File: src/rtl/key_mgr_pkg.sv
// Key delivery unit shared definitions
// Cut sizes plus the batch command, node command and key write beat types
package key_mgr_pkg;

  // --------------------------------------------------------------------------
  // Sizes
  // --------------------------------------------------------------------------
  localparam int OP_W        = 16;
  localparam int GLWE_K_P1   = 2;
  localparam int FCOEF_NB    = 2;
  localparam int RAM_ADD_W   = 6;
  localparam int G_IDX_W     = 1;
  localparam int STG_ITER_NB = 4;
  localparam int INTL_L      = 2;
  localparam int PBS_NB_W    = 3;

  // Batch command, one key pass per bootstrap
  typedef struct packed {
    logic [PBS_NB_W-1:0]  pbs_nb;
    logic [RAM_ADD_W-1:0] add_ofs;
  } batch_cmd_t;

  // Read command travelling down the node chain
  typedef struct packed {
    logic                 buf_in_avail;
    logic                 rd_en;
    logic [RAM_ADD_W-1:0] rd_add;
  } node_cmd_t;

  // Key write beat, coefficient 0 in the low bits of data
  typedef struct packed {
    logic                          en;
    logic [RAM_ADD_W-1:0]          add;
    logic [G_IDX_W-1:0]            g_idx;
    logic [FCOEF_NB-1:0][OP_W-1:0] data;
  } wr_beat_t;

endpackage

File: src/rtl/key_cmd_slot.sv
// Batch command slot
// One-entry valid/ready register, refillable in the cycle it is popped
`timescale 1ns/1ns

module key_cmd_slot (
  input  logic                    clk,
  input  logic                    s_rst_n,
  input  key_mgr_pkg::batch_cmd_t in_cmd_i,
  input  logic                    in_vld_i,
  output logic                    in_rdy_o,
  output key_mgr_pkg::batch_cmd_t out_cmd_o,
  output logic                    out_vld_o,
  input  logic                    out_pop_i
);

  key_mgr_pkg::batch_cmd_t cmd_q;
  logic                    vld_q;

  // Room when empty, or when the held command leaves this cycle
  assign in_rdy_o = ~vld_q | out_pop_i;

  always_ff @(posedge clk) begin
    if (!s_rst_n) begin
      vld_q <= 1'b0;
    end else if (in_vld_i && in_rdy_o) begin
      vld_q <= 1'b1;
    end else if (out_pop_i) begin
      vld_q <= 1'b0;
    end
    // Payload
    if (in_vld_i && in_rdy_o) cmd_q <= in_cmd_i;
  end

  assign out_cmd_o = cmd_q;
  assign out_vld_o = vld_q;

endmodule

File: src/rtl/key_mgr_cut.sv
// Key delivery unit, one cut
// Wishbone key load, batch command slot, shared read control and the
// systolic chain of column nodes
`timescale 1ns/1ns

module key_mgr_cut #(
  parameter  int RAM_LATENCY = 2,
  localparam int BUF_DEPTH   = RAM_LATENCY + 3
) (
  input  logic                                                   clk,
  input  logic                                                   s_rst_n,
  // Wishbone key load
  input  logic                                                   wb_cyc_i,
  input  logic                                                   wb_stb_i,
  input  logic                                                   wb_we_i,
  input  logic [key_mgr_pkg::G_IDX_W+key_mgr_pkg::RAM_ADD_W-1:0] wb_adr_i,
  input  logic [key_mgr_pkg::FCOEF_NB*key_mgr_pkg::OP_W-1:0]     wb_dat_i,
  output logic                                                   wb_ack_o,
  output logic [key_mgr_pkg::FCOEF_NB*key_mgr_pkg::OP_W-1:0]     wb_dat_o,
  // Batch commands
  input  key_mgr_pkg::batch_cmd_t                                cmd_i,
  input  logic                                                   cmd_vld_i,
  output logic                                                   cmd_rdy_o,
  // Key stream, indexed by coefficient then column
  output logic [key_mgr_pkg::FCOEF_NB-1:0][key_mgr_pkg::GLWE_K_P1-1:0][key_mgr_pkg::OP_W-1:0]
                                                                 key_o,
  output logic [key_mgr_pkg::GLWE_K_P1-1:0]                      key_vld_o,
  input  logic [key_mgr_pkg::GLWE_K_P1-1:0]                      key_rdy_i
);

  key_mgr_pkg::wr_beat_t  beat_chain [key_mgr_pkg::GLWE_K_P1+1];
  key_mgr_pkg::node_cmd_t cmd_chain [key_mgr_pkg::GLWE_K_P1+1];
  key_mgr_pkg::batch_cmd_t slot_cmd;
  logic                    slot_vld;
  logic                    slot_pop;
  logic [key_mgr_pkg::GLWE_K_P1-1:0][key_mgr_pkg::FCOEF_NB-1:0][key_mgr_pkg::OP_W-1:0]
                           node_key;
  logic [key_mgr_pkg::GLWE_K_P1-1:0][BUF_DEPTH-1:0] node_buf_en;

  key_wb_wr u_wb_wr (
    .clk      (clk),
    .s_rst_n  (s_rst_n),
    .wb_cyc_i (wb_cyc_i),
    .wb_stb_i (wb_stb_i),
    .wb_we_i  (wb_we_i),
    .wb_adr_i (wb_adr_i),
    .wb_dat_i (wb_dat_i),
    .wb_ack_o (wb_ack_o),
    .wb_dat_o (wb_dat_o),
    .beat_o   (beat_chain[0])
  );

  key_cmd_slot u_cmd_slot (
    .clk       (clk),
    .s_rst_n   (s_rst_n),
    .in_cmd_i  (cmd_i),
    .in_vld_i  (cmd_vld_i),
    .in_rdy_o  (cmd_rdy_o),
    .out_cmd_o (slot_cmd),
    .out_vld_o (slot_vld),
    .out_pop_i (slot_pop)
  );

  // Credit comes from node 0, the other nodes follow it in lockstep
  key_rd_ctrl #(
    .RAM_LATENCY (RAM_LATENCY)
  ) u_rd_ctrl (
    .clk        (clk),
    .s_rst_n    (s_rst_n),
    .cmd_i      (slot_cmd),
    .cmd_vld_i  (slot_vld),
    .buf_en_i   (node_buf_en[0]),
    .cmd_pop_o  (slot_pop),
    .node_cmd_o (cmd_chain[0])
  );

  // --------------------------------------------------------------------------
  // Node chain, node g runs g cycles behind node 0
  // --------------------------------------------------------------------------
  for (genvar g = 0; g < key_mgr_pkg::GLWE_K_P1; g++) begin : gen_node
    key_node #(
      .RAM_LATENCY (RAM_LATENCY),
      .G_ID        (g)
    ) u_node (
      .clk         (clk),
      .s_rst_n     (s_rst_n),
      .prev_cmd_i  (cmd_chain[g]),
      .prev_beat_i (beat_chain[g]),
      .key_rdy_i   (key_rdy_i[g]),
      .next_cmd_o  (cmd_chain[g+1]),
      .next_beat_o (beat_chain[g+1]),
      .key_o       (node_key[g]),
      .key_vld_o   (key_vld_o[g]),
      .buf_en_o    (node_buf_en[g])
    );
    // Column-major node data to coefficient-major output
    for (genvar c = 0; c < key_mgr_pkg::FCOEF_NB; c++) begin : gen_coef
      assign key_o[c][g] = node_key[g][c];
    end
  end

endmodule

File: src/rtl/key_node.sv
// Key node for one GLWE column
// Key RAM, read latency pipe and shift output buffer, with the read
// command and write beat forwarded one cycle later to the next node
`timescale 1ns/1ns

module key_node #(
  parameter  int RAM_LATENCY = 2,
  parameter  int G_ID        = 0,
  localparam int BUF_DEPTH   = RAM_LATENCY + 3
) (
  input  logic                                                  clk,
  input  logic                                                  s_rst_n,
  input  key_mgr_pkg::node_cmd_t                                prev_cmd_i,
  input  key_mgr_pkg::wr_beat_t                                 prev_beat_i,
  input  logic                                                  key_rdy_i,
  output key_mgr_pkg::node_cmd_t                                next_cmd_o,
  output key_mgr_pkg::wr_beat_t                                 next_beat_o,
  output logic [key_mgr_pkg::FCOEF_NB-1:0][key_mgr_pkg::OP_W-1:0] key_o,
  output logic                                                  key_vld_o,
  output logic [BUF_DEPTH-1:0]                                  buf_en_o
);

  typedef logic [key_mgr_pkg::FCOEF_NB-1:0][key_mgr_pkg::OP_W-1:0] word_t;

  key_mgr_pkg::node_cmd_t cmd_q;
  key_mgr_pkg::wr_beat_t  beat_q;
  logic                   wr_hit;
  word_t                  ram [2**key_mgr_pkg::RAM_ADD_W];
  word_t                  rd_pipe [RAM_LATENCY];
  word_t                  buf_data [BUF_DEPTH];
  word_t                  buf_data_nxt [BUF_DEPTH];
  logic [BUF_DEPTH-1:0]   buf_en;
  logic [BUF_DEPTH-1:0]   buf_en_nxt;
  logic                   buf_pop;

  // --------------------------------------------------------------------------
  // Systolic stage
  // --------------------------------------------------------------------------
  always_ff @(posedge clk) begin
    if (!s_rst_n) begin
      cmd_q.rd_en        <= 1'b0;
      cmd_q.buf_in_avail <= 1'b0;
      beat_q.en          <= 1'b0;
    end else begin
      cmd_q.rd_en        <= prev_cmd_i.rd_en;
      cmd_q.buf_in_avail <= prev_cmd_i.buf_in_avail;
      beat_q.en          <= prev_beat_i.en;
    end
    cmd_q.rd_add <= prev_cmd_i.rd_add;
    beat_q.add   <= prev_beat_i.add;
    beat_q.g_idx <= prev_beat_i.g_idx;
    beat_q.data  <= prev_beat_i.data;
  end

  assign next_cmd_o  = cmd_q;
  assign next_beat_o = beat_q;

  // --------------------------------------------------------------------------
  // Key RAM
  // --------------------------------------------------------------------------
  // Only beats addressed to this column are kept
  assign wr_hit = beat_q.en & (beat_q.g_idx == key_mgr_pkg::G_IDX_W'(G_ID));

  always_ff @(posedge clk) begin
    if (wr_hit) ram[beat_q.add] <= beat_q.data;
  end

  // Read data leaves the last stage RAM_LATENCY cycles after rd_en
  always_ff @(posedge clk) begin
    if (cmd_q.rd_en) rd_pipe[0] <= ram[cmd_q.rd_add];
    for (int i = 1; i < RAM_LATENCY; i++) begin
      rd_pipe[i] <= rd_pipe[i-1];
    end
  end

  // --------------------------------------------------------------------------
  // Output buffer
  // --------------------------------------------------------------------------
  // Head at place 0, occupied places always contiguous from the head
  assign buf_pop = buf_en[0] & key_rdy_i;

  always_comb begin
    logic [BUF_DEPTH-1:0] en_s;
    logic [BUF_DEPTH-1:0] ins;
    word_t                data_s [BUF_DEPTH];
    // Shift on pop
    en_s = buf_pop ? (buf_en >> 1) : buf_en;
    for (int i = 0; i < BUF_DEPTH - 1; i++) begin
      data_s[i] = buf_pop ? buf_data[i+1] : buf_data[i];
    end
    data_s[BUF_DEPTH-1] = buf_data[BUF_DEPTH-1];
    // First free place after the shift
    ins        = {en_s[BUF_DEPTH-2:0], 1'b1} & ~en_s;
    buf_en_nxt = en_s;
    for (int i = 0; i < BUF_DEPTH; i++) begin
      buf_data_nxt[i] = data_s[i];
      if (cmd_q.buf_in_avail && ins[i]) begin
        buf_en_nxt[i]   = 1'b1;
        buf_data_nxt[i] = rd_pipe[RAM_LATENCY-1];
      end
    end
  end

  always_ff @(posedge clk) begin
    if (!s_rst_n) begin
      buf_en <= '0;
    end else begin
      buf_en <= buf_en_nxt;
    end
  end

  always_ff @(posedge clk) begin
    buf_data <= buf_data_nxt;
  end

  assign key_o     = buf_data[0];
  assign key_vld_o = buf_en[0];
  assign buf_en_o  = buf_en;

endmodule

File: src/rtl/key_rd_ctrl.sv
// Key read control shared by all lanes of the cut
// Walks interleave, stage iteration and bootstrap counters, and issues
// node read commands while node 0 has buffer credit left
`timescale 1ns/1ns

module key_rd_ctrl #(
  parameter  int RAM_LATENCY = 2,
  localparam int BUF_DEPTH   = RAM_LATENCY + 3
) (
  input  logic                    clk,
  input  logic                    s_rst_n,
  input  key_mgr_pkg::batch_cmd_t cmd_i,
  input  logic                    cmd_vld_i,
  input  logic [BUF_DEPTH-1:0]    buf_en_i,
  output logic                    cmd_pop_o,
  output key_mgr_pkg::node_cmd_t  node_cmd_o
);

  // Command register in node 0 adds one cycle to the RAM latency
  localparam int INFLIGHT_NB = RAM_LATENCY + 1;
  localparam int CNT_W       = $clog2(INFLIGHT_NB + BUF_DEPTH + 1);
  localparam int INTL_W      = $clog2(key_mgr_pkg::INTL_L);
  localparam int STG_W       = $clog2(key_mgr_pkg::STG_ITER_NB);

  logic [INTL_W-1:0]                intl_idx;
  logic [STG_W-1:0]                 stg_iter;
  logic [key_mgr_pkg::PBS_NB_W-1:0] pbs_id;
  logic [key_mgr_pkg::RAM_ADD_W-1:0] rp;
  logic                             last_intl;
  logic                             last_stg;
  logic                             last_pbs;
  logic                             last_pass_word;
  logic                             do_read;
  logic [INFLIGHT_NB-1:0]           inflight;
  logic [CNT_W-1:0]                 credit_cnt;

  // --------------------------------------------------------------------------
  // Counters and read pointer
  // --------------------------------------------------------------------------
  assign last_intl      = (intl_idx == INTL_W'(key_mgr_pkg::INTL_L - 1));
  assign last_stg       = (stg_iter == STG_W'(key_mgr_pkg::STG_ITER_NB - 1));
  assign last_pbs       = (pbs_id == key_mgr_pkg::PBS_NB_W'(cmd_i.pbs_nb - 1'b1));
  // Last word of one key pass
  assign last_pass_word = last_intl & last_stg;

  always_ff @(posedge clk) begin
    if (!s_rst_n) begin
      intl_idx <= '0;
      stg_iter <= '0;
      pbs_id   <= '0;
      rp       <= '0;
    end else if (do_read) begin
      intl_idx <= last_intl ? '0 : intl_idx + 1'b1;
      if (last_intl) stg_iter <= last_stg ? '0 : stg_iter + 1'b1;
      if (last_pass_word) pbs_id <= last_pbs ? '0 : pbs_id + 1'b1;
      // Pointer restarts for every bootstrap of the batch
      rp <= last_pass_word ? '0 : rp + 1'b1;
    end
  end

  // Slot is freed by the final read of the batch
  assign cmd_pop_o = do_read & last_pass_word & last_pbs;

  // --------------------------------------------------------------------------
  // Credit
  // --------------------------------------------------------------------------
  // Bit i set means a read issued i+1 cycles ago, still on its way
  always_ff @(posedge clk) begin
    if (!s_rst_n) begin
      inflight <= '0;
    end else begin
      inflight <= {inflight[INFLIGHT_NB-2:0], do_read};
    end
  end

  // Reads in flight plus words held in node 0
  assign credit_cnt = CNT_W'($countones(inflight)) + CNT_W'($countones(buf_en_i));
  assign do_read    = cmd_vld_i & (credit_cnt < CNT_W'(BUF_DEPTH));

  // --------------------------------------------------------------------------
  // Node command
  // --------------------------------------------------------------------------
  // Landing mark one cycle early, node 0 registers it
  assign node_cmd_o.buf_in_avail = inflight[RAM_LATENCY-1];
  assign node_cmd_o.rd_en        = do_read;
  assign node_cmd_o.rd_add       = rp + cmd_i.add_ofs;

endmodule

File: src/rtl/key_wb_wr.sv
// Wishbone classic write slave for the key RAMs
// Acks each request one cycle later and emits one write beat per write
`timescale 1ns/1ns

module key_wb_wr (
  input  logic                                           clk,
  input  logic                                           s_rst_n,
  input  logic                                           wb_cyc_i,
  input  logic                                           wb_stb_i,
  input  logic                                           wb_we_i,
  input  logic [key_mgr_pkg::G_IDX_W+key_mgr_pkg::RAM_ADD_W-1:0] wb_adr_i,
  input  logic [key_mgr_pkg::FCOEF_NB*key_mgr_pkg::OP_W-1:0]     wb_dat_i,
  output logic                                           wb_ack_o,
  output logic [key_mgr_pkg::FCOEF_NB*key_mgr_pkg::OP_W-1:0]     wb_dat_o,
  output key_mgr_pkg::wr_beat_t                          beat_o
);

  logic                  ack_q;
  logic                  req;
  key_mgr_pkg::wr_beat_t beat_q;

  // New request only, the ack cycle itself is not a new one
  assign req = wb_cyc_i & wb_stb_i & ~ack_q;

  always_ff @(posedge clk) begin
    if (!s_rst_n) begin
      ack_q     <= 1'b0;
      beat_q.en <= 1'b0;
    end else begin
      ack_q     <= req;
      beat_q.en <= req & wb_we_i;
    end
    // Address split, column index above the RAM address
    beat_q.add   <= wb_adr_i[key_mgr_pkg::RAM_ADD_W-1:0];
    beat_q.g_idx <= wb_adr_i[key_mgr_pkg::RAM_ADD_W +: key_mgr_pkg::G_IDX_W];
    beat_q.data  <= wb_dat_i;
  end

  assign wb_ack_o = ack_q;
  // No read path on the key RAMs
  assign wb_dat_o = '0;
  assign beat_o   = beat_q;

endmodule

File: config.mk
export PLATFORM = sky130hd
export DESIGN_NAME = key_mgr_cut
export DESIGN_NICKNAME = d
export VERILOG_FILES = /design/src/rtl/key_mgr_pkg.sv /design/src/rtl/key_cmd_slot.sv /design/src/rtl/key_mgr_cut.sv /design/src/rtl/key_node.sv /design/src/rtl/key_rd_ctrl.sv /design/src/rtl/key_wb_wr.sv
export SDC_FILE = /design/constraint.sdc
export NUM_CORES = 2
export LEC_CHECK = 0
export BUFFER_PORTS_ARGS = -buffer_cell sky130_fd_sc_hd__clkbuf_2
export CAP_MARGIN = 15
export CORE_MARGIN = 2
export CORE_UTILIZATION = 40
export CTS_CLUSTER_DIAMETER = 50
export CTS_CLUSTER_SIZE = 16
export DETAILED_ROUTE_END_ITERATION = 8
export PLACE_DENSITY = 0.63
export SLEW_MARGIN = 15
export SYNTH_ARGS = -nofsm -noshare
export SYNTH_HDL_FRONTEND = slang
export SYNTH_MEMORY_MAX_BITS = 65536
export SYNTH_SLANG_ARGS = --single-unit
File: constraint.sdc
create_clock -name clk -period 5.6 [get_ports clk]
set_input_delay 0.28 -clock clk [delete_from_list [all_inputs] [get_ports clk]]
set_output_delay 0.28 -clock clk [all_outputs]
set_load 0.01 [all_outputs]
# == Word level (Yosys, flattened, before mapping) ==
# Memory sizes are Yosys's and may differ from the RTL's. A register that Yosys moved wholly into a read port is not among the register bits.
# Cells that the tools add are included.
# word_totals
n_memories,4
register_bits,486
ram_bits,4224
wordCells,154
# mem_list
memory,words,width,read_ports,rd_clocked_by_memory_dff,wr,line,rtl
gen_node[0].u_node.ram,64,32,1,1,1,key_node.sv:28,word_t ram [2**key_mgr_pkg::RAM_ADD_W];
gen_node[1].u_node.ram,64,32,1,1,1,key_node.sv:28,
gen_node[0].u_node.rd_pipe,2,32,2,0,2,key_node.sv:29,word_t rd_pipe [RAM_LATENCY];
gen_node[1].u_node.rd_pipe,2,32,2,0,2,key_node.sv:29,
# classes
n_lt_le_gt_ge,1
n_bitwise,19
eq_ne,2
n_addsub,13
mux,42
n_reduce_logical,22
# op_table
cell,count
32-bit 2-to-1 mux,16
1-bit 2-to-1 mux,21
2-bit nonzero test,9
1-bit AND,11
1-bit logical AND,11
5-bit AND,2
5-bit 2-to-1 mux,2
5-bit inverter,2
4-bit by 1-bit adder with 4-bit output,2
4-bit adder,2
1-bit by 1-bit adder with 2-bit output,3
6-bit by 1-bit adder with 6-bit output (second input constant),1
6-bit adder,1
6-bit 2-to-1 mux,1
4-bit by 3-bit less-than comparator with 1-bit output (second input constant),1
2-bit AND reduction,2
3-bit by 1-bit adder with 3-bit output (second input constant),1
3-bit == test,1
3-bit 2-to-1 mux,1
1-bit inverter,3
3-bit by 1-bit subtractor with 3-bit output (second input constant),1
2-bit by 1-bit adder with 2-bit output (second input constant),1
2-bit == test (second input constant),1
2-bit 2-to-1 mux,1
2 further kinds,2

# == Longest topological paths before layout ==
# logic_depth
ltp_word,11
mapped_depth,11
ltp_nobuf,10

# == Cells and area by module ==
# From an unflattened synthesis, not the netlist that was laid out.
# unflattened
hier_cells,7850
hier_area_um2,176656.9
# modules_own_cells
mod,area_each_um2,instances,cells_each
key_node at gen_node[1].u_node,87084.8,1,3818
key_node at gen_node[0].u_node,87079.8,1,3820
key_rd_ctrl,1083.5,1,122
key_wb_wr,1081.0,1,76
key_cmd_slot,327.8,1,14

# == Least setup slack after synthesis ==
# Ideal clock, no wire load.
# synth_path
path_kind,reg-to-reg
startpoint,reg gen_node[1].u_node.beat_q (netlist bit gen_node[1].u_node.next_beat_o[38])
endpoint,"mem gen_node[1].u_node.ram[16][0] in the netlist's numbering, enable pin"
stages_incl_launch_ff,5
setup_ns,0.501
arrival_ns,4.339
setup_slack_ns,0.760
required_ns,5.099
path_buffers,2
period_less_slack_ns,4.840
cell_sequence,dfxtp_1 clkbuf_1 or4b_2 clkbuf_1 nor4_1
# synth_lines
element,line,rtl
"start, declared",key_node.sv:26,key_mgr_pkg::wr_beat_t beat_q;
"end, declared",key_node.sv:28,
# No word-level cell before the write port.

# == Worst setup path in the final report ==
# layout_path
startpoint,reg gen_node[0].u_node.buf_en[0]
endpoint,out cmd_rdy_o
# layout_via
elab_chain_cells,9
# layout_rtl
element,line,rtl
"start, declared",key_node.sv:32,logic [BUF_DEPTH-1:0] buf_en;
"start signal, assigned",key_node.sv:108,buf_en <= buf_en_nxt;
1-bit by 1-bit adder with 2-bit output (not written as such),key_rd_ctrl.sv:77,assign credit_cnt = CNT_W'($countones(inflight)) + CNT_W'($countones(buf_en_i));
4-bit adder (not written as such),key_rd_ctrl.sv:77,
4-bit by 1-bit adder with 4-bit output (not written as such),key_rd_ctrl.sv:77,
4-bit adder,key_rd_ctrl.sv:77,
4-bit by 3-bit less-than comparator with 1-bit output,key_rd_ctrl.sv:78,assign do_read = cmd_vld_i & (credit_cnt < CNT_W'(BUF_DEPTH));
1-bit AND,key_rd_ctrl.sv:78,
1-bit AND (2 in series),key_rd_ctrl.sv:62,assign cmd_pop_o = do_read & last_pass_word & last_pbs;
1-bit OR,key_cmd_slot.sv:20,assign in_rdy_o = ~vld_q | out_pop_i;
"end, declared",key_mgr_cut.sv:23,"output logic cmd_rdy_o,"
# Every way passes these cells.

==> flow_metrics.tcl <==
set metrics [dict create \
    reg2reg_depth 10 \
    period_share_pct 83.3 \
    first_pass_iters 5 \
    path_class "reg2out" \
    dp_slack_ps 1620 \
    vdd_drop_max_mv 0.310 \
    wl_met3_um 40100 \
    synth_edf_count 4489 \
    r2r_slack_ps 1600 \
    setup_viol 0 \
    drc 0 \
    clk_path_buf_depth 4 \
    vias 84800 \
    cp-end-kind "output port" \
    io_buffers 123 \
    arrival_ps 4380 \
    seq_power_share_pct 51.8 \
    required_ps 5320 \
    antenna_found_initial 39 \
    cts.reportedPaths.clkPinSlew_ps 60 \
    hpwl_um 259000 \
    startpoint_type "flop" \
    numCtsBuffers 409 \
    synth_top_flop_cell "edfxtp_1" \
    synth_seq_cells 4713 \
    r2r_start "gen_node[0].u_node.buf_en_o[0]$_SDFF_PN0_" \
    n_fill_cell 36300 \
    switching_share_pct 23.3 \
    wl_met1_um 179000 \
    worstSkewPairLatency_ps 1010 \
    setup_tns_ps 0 \
    drt_iter0_drc 11800 \
    dieHeight_um 669 \
    netlist_area_mm2 0.177 \
    yosysTopAreaCellShare_pct 76.3 \
    holdPathEnd "u_wb_wr.beat_o[28]$_DFF_P_" \
    combPwrFrac_pct 9.3 \
    yosysWarnings 0 \
    cts_sinks 4713 \
    total_leakage_power_nw 62.5 \
    start_util_pct 40.1 \
    cts_tree "yes" \
    setup_slack_ps 938 \
    cts-htree-levels 5 \
    ys_seq_area_share_pct 78.8 \
    status "finished clean" \
    fp.dieArea_mm2 0.447 \
    final_util_pct 45.6 \
    nets 8503 \
    grt_max_degree 117 \
    final_cell_area_mm2 0.201 \
    wl_met2_um 217000 \
    fp.dieW_um 669 \
    synth_area_leaders "edfxtp_1, mux4_2, dfxtp_1" \
    yosys-top-cells-count "edfxtp_1, mux4_2, mux2_2, dfxtp_1, o22ai_1" \
    ys_async_sr_fraction_pct 0 \
    grt-ovfl-total 0 \
    drive_above_1_share_pct 29.8 \
    switchingPower_w 0.0176 \
    grt.total_usage_pct 19.8 \
    wirelength_um 451000 \
    core_area_mm2 0.441 \
    internal_power_w 0.0577 \
    gp_routability_congestion 0.833 \
    cts_root_buffer "clkbuf_16" \
    whs_path_depth 2 \
    instances_no_fill 14700 \
    synth_cells 7950 \
    yosysMostFrequentCell "edfxtp_1" \
    max_freq_mhz 214 \
    tightest_slew_ps 1220 \
    hold_viol 0 \
    timing.final.max_slew_violations 0 \
    synth_cell_types 62 \
    synthToLayoutAreaGrowth_pct 13.7 \
    wl_per_cell_um 30.7 \
    top_layer_used "met4" \
    critPathMaxFanout 10 \
    skew_ps 96.6 \
    hold_path.class "in2reg" \
    grt_pass1_vias 84600 \
    placed_area_mm2 0.186 \
    io_pins 156 \
    power_density_mw_per_mm2 375 \
    ant_nets 0 \
    rsz0062_at_grt "false" \
    yosys.area.top_type "edfxtp_1" \
    syn_area_per_cell_um2 22.2 \
    r2r-end "u_cmd_slot.out_cmd_o[6]$_DFFE_PP_" \
    placedCellCount 13800 \
    rows 244 \
    slew_headroom_pct 18.3 \
    fin_crit_ps 4660 \
    grt_pass1_wl_um 638000 \
    via_per_inst 5.78 \
    clock_power_share_pct 38.9 \
    min-delay-start "wb_dat_i[28]" \
    drv_cap 0 \
]
-- sequential cells by signal, indices dropped and copies added (netlist names), named ones only --
| register | cells |
|---|---|
| gen_node.u_node.ram | 4096 |
| gen_node.u_node.buf_data | 256 |
| gen_node.u_node.rd_pipe | 128 |
| gen_node.u_node.next_beat_o | 80 |
| gen_node.u_node.key_o | 64 |
| u_wb_wr.beat_o | 40 |
| gen_node.u_node.buf_en_o | 10 |
| u_cmd_slot.out_cmd_o | 9 |
| gen_node.u_node.next_cmd_o | 8 |
| u_rd_ctrl.rp | 6 |
| u_rd_ctrl.pbs_id | 3 |
| u_rd_ctrl.inflight | 2 |
| u_rd_ctrl.stg_iter | 2 |
| u_cmd_slot.out_vld_o | 1 |
| u_rd_ctrl.intl_idx | 1 |
| u_wb_wr.wb_ack_o | 1 |
-- per-layer routing --
layer | GRT usage (%) | up-vias
met5 | 0 | -
met4 | 6.34 | 0
li1 | - | 34300
met2 | 31.9 | 4174
met3 | 3.28 | 676
met1 | 27.7 | 45700
-- layout make-up --
type | count | area, um2 | area share [%]
diodes | 12 | 30.0 | 0.0149
clock buffers | 502 | 11000 | 5.46
clock inverters | 249 | 2870 | 1.43
inverters | 28 | 105 | 0.0523
multi-input cells | 2724 | 35700 | 17.8
flip-flops and latches | 4713 | 139000 | 69.4
well taps | 5904 | 7390 | 3.68
repair buffers | 553 | 4480 | 2.23
-- worst max-delay path, stage by stage (launching register included) --
cell and delay, ps:
dfxtp_1 510, ha_1 330, inv_1 100, fa_1 450
fa_1 430, fa_1 470, xnor2_1 160, nand2_1 120
nand4_1 270, o21ai_0 390, clkbuf_2 200
-- repair_timing --
item,in CTS,in global routing
gates resized for setup,0,0
hold endpoints to repair,89,0
hold buffers,97,0
setup buffers,0,0
-- per-stage QoR --
stage	power, W	hold slack, ps
4_1_cts	0.0758	0.278
6_report	0.0753	46.2
3_3_place_gp	0.0467	310
3_5_place_dp	0.0468	312
5_1_grt	0.0773	42.6
2_1_floorplan	0.0442	308
-- worst max-delay path by stage --
stage	from	to	slack [ps]	cells after the start
after floorplan	gen_node[1].u_node.next_beat_o[38]$_DFF_P_	gen_node[1].u_node.ram[16][0]$_DFFE_PP_	760	4
after global placement	gen_node[0].u_node.next_cmd_o[0]$_DFF_P_	gen_node[0].u_node.rd_pipe[0][14]$_DFFE_PP_	1700	5
after detailed placement	gen_node[0].u_node.buf_en_o[0]$_SDFF_PN0_	u_cmd_slot.out_cmd_o[4]$_DFFE_PP_	1620	10
after CTS	gen_node[0].u_node.next_cmd_o[7]$_SDFF_PN0_	cmd_rdy_o	870	9
after global routing	gen_node[0].u_node.buf_en_o[0]$_SDFF_PN0_	cmd_rdy_o	630	10
final	gen_node[0].u_node.buf_en_o[0]$_SDFF_PN0_	cmd_rdy_o	940	10
-- cell families after synthesis --
logic type / share of synthesized area, %
AO/OA/AOI/OAI: 2.43
buffers and inverters: 1.65
adder cells (fa/ha/maj): 0.149
multiplexers: 15.1
flip-flops: 78.8
AND/OR/NAND/NOR: 1.72
other: 0.00212
XOR/XNOR: 0.0673
-- power groups by stage --
stage	Combinational [W]	Clock, W	Sequential, W
floorplan	0.00447	0	0.0397
global placement	0.00693	0	0.0398
detailed placement	0.00700	0	0.0398
CTS	0.00707	0.0297	0.0390
global route	0.00739	0.0309	0.0390
finish	0.00703	0.0293	0.0390
-- cell usage in the layout (no fill, tap or decap), drive strengths merged, types with 125 or more instances in the layout --
| cell type | synthesis | final |
|---|---|---|
| nand2 | 186 | 186 |
| o22ai | 199 | 199 |
| dfxtp | 224 | 224 |
| edfxtp | 4489 | 4489 |
| mux2i | 129 | 129 |
| clkinv | 1 | 125 |
| mux4 | 993 | 993 |
| mux2 | 276 | 276 |
| buf | 345 | 333 |
| nor2 | 184 | 184 |
| clkbuf | 171 | 625 |
No activity file was read; power rests on OpenSTA's default activity.
